[src/rtl/msrh_conf_pkg.sv]
`default_nettype none

package msrh_conf_pkg;

// physical address and bus data widths
localparam int PADDR_W = 32;
localparam int DATA_W  = 64;

// requester tag as seen on each port
localparam int TAG_W = 4;

// source id is placed above the requester tag on the L2 side
localparam int SRC_W    = 2;
localparam int L2_TAG_W = SRC_W + TAG_W;

typedef logic [PADDR_W-1:0]  paddr_t;
typedef logic [DATA_W-1:0]   data_t;
typedef logic [DATA_W/8-1:0] byte_en_t;
typedef logic [TAG_W-1:0]    tag_t;
typedef logic [L2_TAG_W-1:0] l2_tag_t;

endpackage // msrh_conf_pkg

`default_nettype wire

[src/rtl/msrh_lsu_pkg.sv]
`default_nettype none

package msrh_lsu_pkg;

import msrh_conf_pkg::*;

// memory command, same encoding as the core's load/store commands
typedef enum logic [4:0] {
   M_XRD = 5'b00000,
   M_XWR = 5'b00001
} mem_cmd_t;

// requester ids, carried in the upper bits of the L2 tag
typedef enum logic [SRC_W-1:0] {
   SRC_ELF = 2'd0,
   SRC_IC  = 2'd1,
   SRC_L1D = 2'd2,
   SRC_PTW = 2'd3
} src_id_t;

/* request as issued by a requester */
typedef struct packed {
   mem_cmd_t cmd;
   paddr_t   addr;
   tag_t     tag;
   data_t    data;
   byte_en_t byte_en;
} mem_req_t;

/* request after the arbiter, tag widened */
typedef struct packed {
   mem_cmd_t cmd;
   paddr_t   addr;
   l2_tag_t  tag;
   data_t    data;
   byte_en_t byte_en;
} l2_req_t;

typedef struct packed {
   tag_t  tag;
   data_t data;
} mem_resp_t;

typedef struct packed {
   l2_tag_t tag;
   data_t   data;
} l2_resp_t;

endpackage // msrh_lsu_pkg

`default_nettype wire

[src/rtl/l2c_arbiter.sv]
`default_nettype none

module l2c_arbiter
   import msrh_lsu_pkg::*;
  (
   /* ELF loader */
   input  logic     i_elf_req_valid,
   input  mem_req_t i_elf_req,
   output logic     o_elf_req_ready,

   /* instruction cache */
   input  logic     i_ic_req_valid,
   input  mem_req_t i_ic_req,
   output logic     o_ic_req_ready,

   /* L1 data cache */
   input  logic     i_l1d_req_valid,
   input  mem_req_t i_l1d_req,
   output logic     o_l1d_req_ready,

   /* page-table walker */
   input  logic     i_ptw_req_valid,
   input  mem_req_t i_ptw_req,
   output logic     o_ptw_req_ready,

   /* merged request to L2 */
   output logic     o_l2_req_valid,
   output l2_req_t  o_l2_req,
   input  logic     i_l2_req_ready
   );

src_id_t  w_sel_src;
mem_req_t w_sel_req;
logic     w_sel_valid;

assign w_sel_valid = i_elf_req_valid | i_l1d_req_valid | i_ptw_req_valid | i_ic_req_valid;

// fixed priority: elf first, then l1d, ptw and ic last
always_comb begin
   if (i_elf_req_valid) begin
      w_sel_src = SRC_ELF;
      w_sel_req = i_elf_req;
   end else if (i_l1d_req_valid) begin
      w_sel_src = SRC_L1D;
      w_sel_req = i_l1d_req;
   end else if (i_ptw_req_valid) begin
      w_sel_src = SRC_PTW;
      w_sel_req = i_ptw_req;
   end else begin
      // also taken when nothing is pending, valid stays low then
      w_sel_src = SRC_IC;
      w_sel_req = i_ic_req;
   end
end

always_comb begin
   o_l2_req.cmd     = w_sel_req.cmd;
   o_l2_req.addr    = w_sel_req.addr;
   // source id goes above the requester tag
   o_l2_req.tag     = {w_sel_src, w_sel_req.tag};
   o_l2_req.data    = w_sel_req.data;
   o_l2_req.byte_en = w_sel_req.byte_en;
end

assign o_l2_req_valid = w_sel_valid;

// only the winner sees the L2 ready
assign o_elf_req_ready = w_sel_valid & (w_sel_src == SRC_ELF) & i_l2_req_ready;
assign o_ic_req_ready  = w_sel_valid & (w_sel_src == SRC_IC)  & i_l2_req_ready;
assign o_l1d_req_ready = w_sel_valid & (w_sel_src == SRC_L1D) & i_l2_req_ready;
assign o_ptw_req_ready = w_sel_valid & (w_sel_src == SRC_PTW) & i_l2_req_ready;

endmodule // l2c_arbiter

`default_nettype wire

[config.mk]
export PLATFORM = sky130hd
export DESIGN_NAME = l2c_arbiter
export DESIGN_NICKNAME = d
export VERILOG_FILES = /design/src/rtl/msrh_conf_pkg.sv /design/src/rtl/msrh_lsu_pkg.sv /design/src/rtl/l2c_arbiter.sv
export SDC_FILE = /design/constraint.sdc
export NUM_CORES = 1
export LEC_CHECK = 0
export BUFFER_PORTS_ARGS = -buffer_cell sky130_fd_sc_hd__buf_2
export CAP_MARGIN = 15
export CORE_AREA = 4 4 224 226
export DETAILED_ROUTE_END_ITERATION = 12
export DIE_AREA = 0 0 228 230
export GPL_ROUTABILITY_DRIVEN = 1
export SYNTH_ARGS = -nofsm -noshare
export SYNTH_HDL_FRONTEND = slang
export SYNTH_SLANG_ARGS = --single-unit
[constraint.sdc]
create_clock -name vclk -period 3.75
set_clock_uncertainty 0.2 [all_clocks]
set_input_delay 0.5625 -clock vclk [all_inputs]
set_output_delay 0.5625 -clock vclk [all_outputs]
set_load 0.005 [all_outputs]
# == Word level (Yosys, flattened, before mapping) ==
# Index checks and enable logic that the tools add are counted.
# word_totals
ff_bits,0
input_bits,457
output_inout_bits,120
word_cells,21
# op_classes
n_eq_ne,3
muxes,6
bitwise_logic,11
reduce_logical,1
# ops
operator,count
two-way mux 113 bit,3
bitwise AND 1 bit,8
two-way mux 2 bit,3
== test 2 bit (second input constant),2
bitwise OR 1 bit,3
== test 2 x 1 -> 1 bit (second input constant),1
zero test 2 bit,1

# == Depth between registers and ports, before layout ==
# logic_depth
ltp_word,6
depth_mapped,5
depth_no_buf,2

# == Worst setup path after synthesis ==
# Ideal clock, no wire load.
# synth_timing
path_type,input port to output port
start,in i_ptw_req_valid
end,out o_l2_req_valid
t_arrival_ns,1.381
t_required_ns,2.987
slack_ns,1.607
stages,3
path_buffers,2
cell_sequence,buf_4 > buf_6 > or4_1
# synth_between
elab_chain_cells,2
# synth_lines
element,line,rtl
"start, declared",l2c_arbiter.sv:22,"input logic i_ptw_req_valid,"
bitwise OR 1 bit (2 in series),l2c_arbiter.sv:36,assign w_sel_valid = i_elf_req_valid | i_l1d_req_valid | i_ptw_req_valid | i_ic_req_valid;
"end, declared",l2c_arbiter.sv:27,"output logic o_l2_req_valid,"
# No other way between the ends.

==> run_results.csv <==
group,metric,value,unit
global_routing,grt_max_degree,90,
final_layout,layout_common_cells,"buf_2 (574), mux2i_1 (113), nor3b_1 (113)",
synthesis,synthesis.nets,982,
setup_path,crit_family,"buffers and inverters",
floorplan,io_pins,577,
floorplan,dieArea,52400,um^2
sta,slew_viol_final,0,
global_routing,top_usage_layer,"met2",
synthesis,syn_area,3930,um^2
global_routing,use_met3,2.27,%
sta,fin_ws,0.758,ns
setup_path,worstPathCellList,"buf_6 > buf_12 > mux2i_1 > a211oi_1 > buf_2",
setup_path,worst_path_largest_cell_delay,0.63,ns
final_layout,clkbuf_count,0,
detailed_routing,vias,6222,
synthesis,synth_top_area_share,28.8,%
detailed_routing,drcViolationCount,0,
sta,fmax,0.334,GHz
sta,finalCriticalPeriod,2.99,ns
setup_path,cp.buffers_inverters,3,
global_routing,grt-ovfl-total,0,
run_status,outcome,"complete, no violations",
min_path,holdPathEnd,"o_l2_req[109]",
sta,worst_pin_slew,0.933,ns
placed_design,portBuffers,577,
final_layout,syn_to_final_growth,90.0,%
flow_run,maxCapViolCount,0,
detailed_routing,drtPass1Iterations,4,
cts,post_cts_buffers,0,
floorplan,rows,81,
synthesis,synth.area.top_cells,"mux2i_1 (29%), nor3b_1 (22%), a211oi_1 (21%), nor2b_1 (18%), buf_2 (2.9%)",
floorplan,start_util,8.12,%
placed_design,dp_slack,0.798,ns
global_routing,first_global_vias,6424,
global_routing,grt_pass1_wl,36900,um
floorplan,core_area,48300,um^2
global_routing,grt_usage,8.74,%
synthesis,synthesis.instances,525,
detailed_routing,wire_per_inst,15.3,um
final_layout,seq_cells,0,
setup_path,crit_path_start_kind,"input port",
sta,max_slew_margin,37.8,%
min_path,hold_path.class,"input port to output port",
detailed_routing,drt_wl_total,25600,um
synthesis,synth_top_area_cell,"mux2i_1",
final_layout,drive_above_1_share,56.4,%
min_path,min_path_cells,4,
synthesis,syn_avg_cell_area,7.48,um^2
setup_path,crit_slowest_cell,"buf_6",
power,ir_worst_vdd,0.118,mV
sta,fin_tns_setup,0,ns
cts,ctsResizeCount,0,
sta,rsz0062_at_grt,"no",
sta,fin_crit_sh,79.8,%
global_routing,grtUsageMet1,9.90,%
final_layout,finalInstanceArea,7460,um^2
sta,setup_violations,0,
synthesis,synth.distinct_cells,20,
setup_path,critPathKind,"input port to output port",
placed_design,place_hpwl,22000,um
power,power_density,106,nW/um^2
synthesis,synth-seq-area-share,0,%
sta,hold_ws,1.26,ns
final_layout,n_fill_cell,5624,
setup_path,end_kind,"output port",
detailed_routing,via_per_inst,3.71,
cts,ctsHoldBuffers,0,
detailed_routing,drt_iter0_markers,185,
min_path,hp-start,"i_elf_req[107]",
final_layout,final_common_cell,"buf_2",
synthesis,yosysWarnings,0,
placed_design,gp_congestion,0.865,
setup_path,worstPathRequired,2.99,ns
detailed_routing,ant_nets,0,
final_layout,nNetsFinal,1513,
final_layout,regArea,0,um^2
global_routing,antenna_found_initial,4,
power,p_leak,3.57,nW
floorplan,die_y,230,um
placed_design,dpl-instance-area,7450,um^2
sta,finalHoldViolCount,0,
floorplan,die_w,228,um
setup_path,crit_fanout,68,
global_routing,use_met2,16.0,%
setup_path,crit_arrival,2.23,ns
how the worst max path moves through the flow:
| stage | end | start | slack (ns) | cells after the start |
|---|---|---|---|---|
| finish | o_l2_req[17] | i_ptw_req_valid | 0.76 | 5 |
| global route | o_l2_req[17] | i_ptw_req_valid | 0.68 | 5 |
| global placement | o_l2_req[17] | i_ptw_req_valid | 0.78 | 5 |
| CTS | o_l2_req[17] | i_ptw_req_valid | 0.78 | 5 |
| floorplan | o_l2_req_valid | i_ptw_req_valid | 1.61 | 3 |
| detailed placement | o_l2_req[17] | i_ptw_req_valid | 0.80 | 5 |
metal layers:
layer / part of all wire (%) / up-vias
met5: 0.078 / -
met4: 3.8 / 2
met3: 9.5 / 36
met2: 49 / 399
met1: 37 / 2742
li1: - / 3043
final cells by class:
cell class | instances | area (um^2) | area share, %
repair buffers | 593 | 3090 | 41.4
inverters | 1 | 3.75 | 0.0503
multi-input cells | 460 | 3590 | 48.1
diodes | 2 | 5.00 | 0.0671
well taps | 622 | 778 | 10.4
Yosys cell counts:
cell type  number
inv_1           1
or4_1           1
clkbuf_4        3
buf_1           3
mux2i_1       113
and2_1          1
and3_1          1
nor2b_1       112
and4b_1         1
a211oi_1      112
buf_6           2
buf_4           6
buf_8           2
buf_2          23
clkbuf_1       25
nor3b_1       113
nor2_1          3
nor2_2          1
a221oi_1        1
nand2_1         1
logic make-up (layout without fill, tap and decap cells):
logic type	Yosys count	in the layout	share of synthesized area [%]
AOI/OAI and AO/OA	113	113	21.6
buffers and inverters	65	594	8.77
muxes	113	113	28.8
other	0	2	0
and+or+nand+nor	234	234	40.8
through the flow:
| stage | total power, mW | cells | utilization [%] |
|---|---|---|---|
| finish | 0.792 | 1678 | 15.4 |
| global route | 0.875 | 1678 | 15.4 |
| CTS | 0.805 | 1676 | 15.4 |
| detailed placement | 0.801 | 1676 | 15.4 |
| global placement | 0.800 | 1676 | 15.4 |
| floorplan | 0.349 | 525 | - |
power by group:
part / switching (mW) / internal, mW
registers: 0 / 0
logic: 0.367 / 0.425
clock network: 0 / 0.0000000714
total: 0.367 / 0.425
No activity file was read; power rests on OpenSTA's default activity.
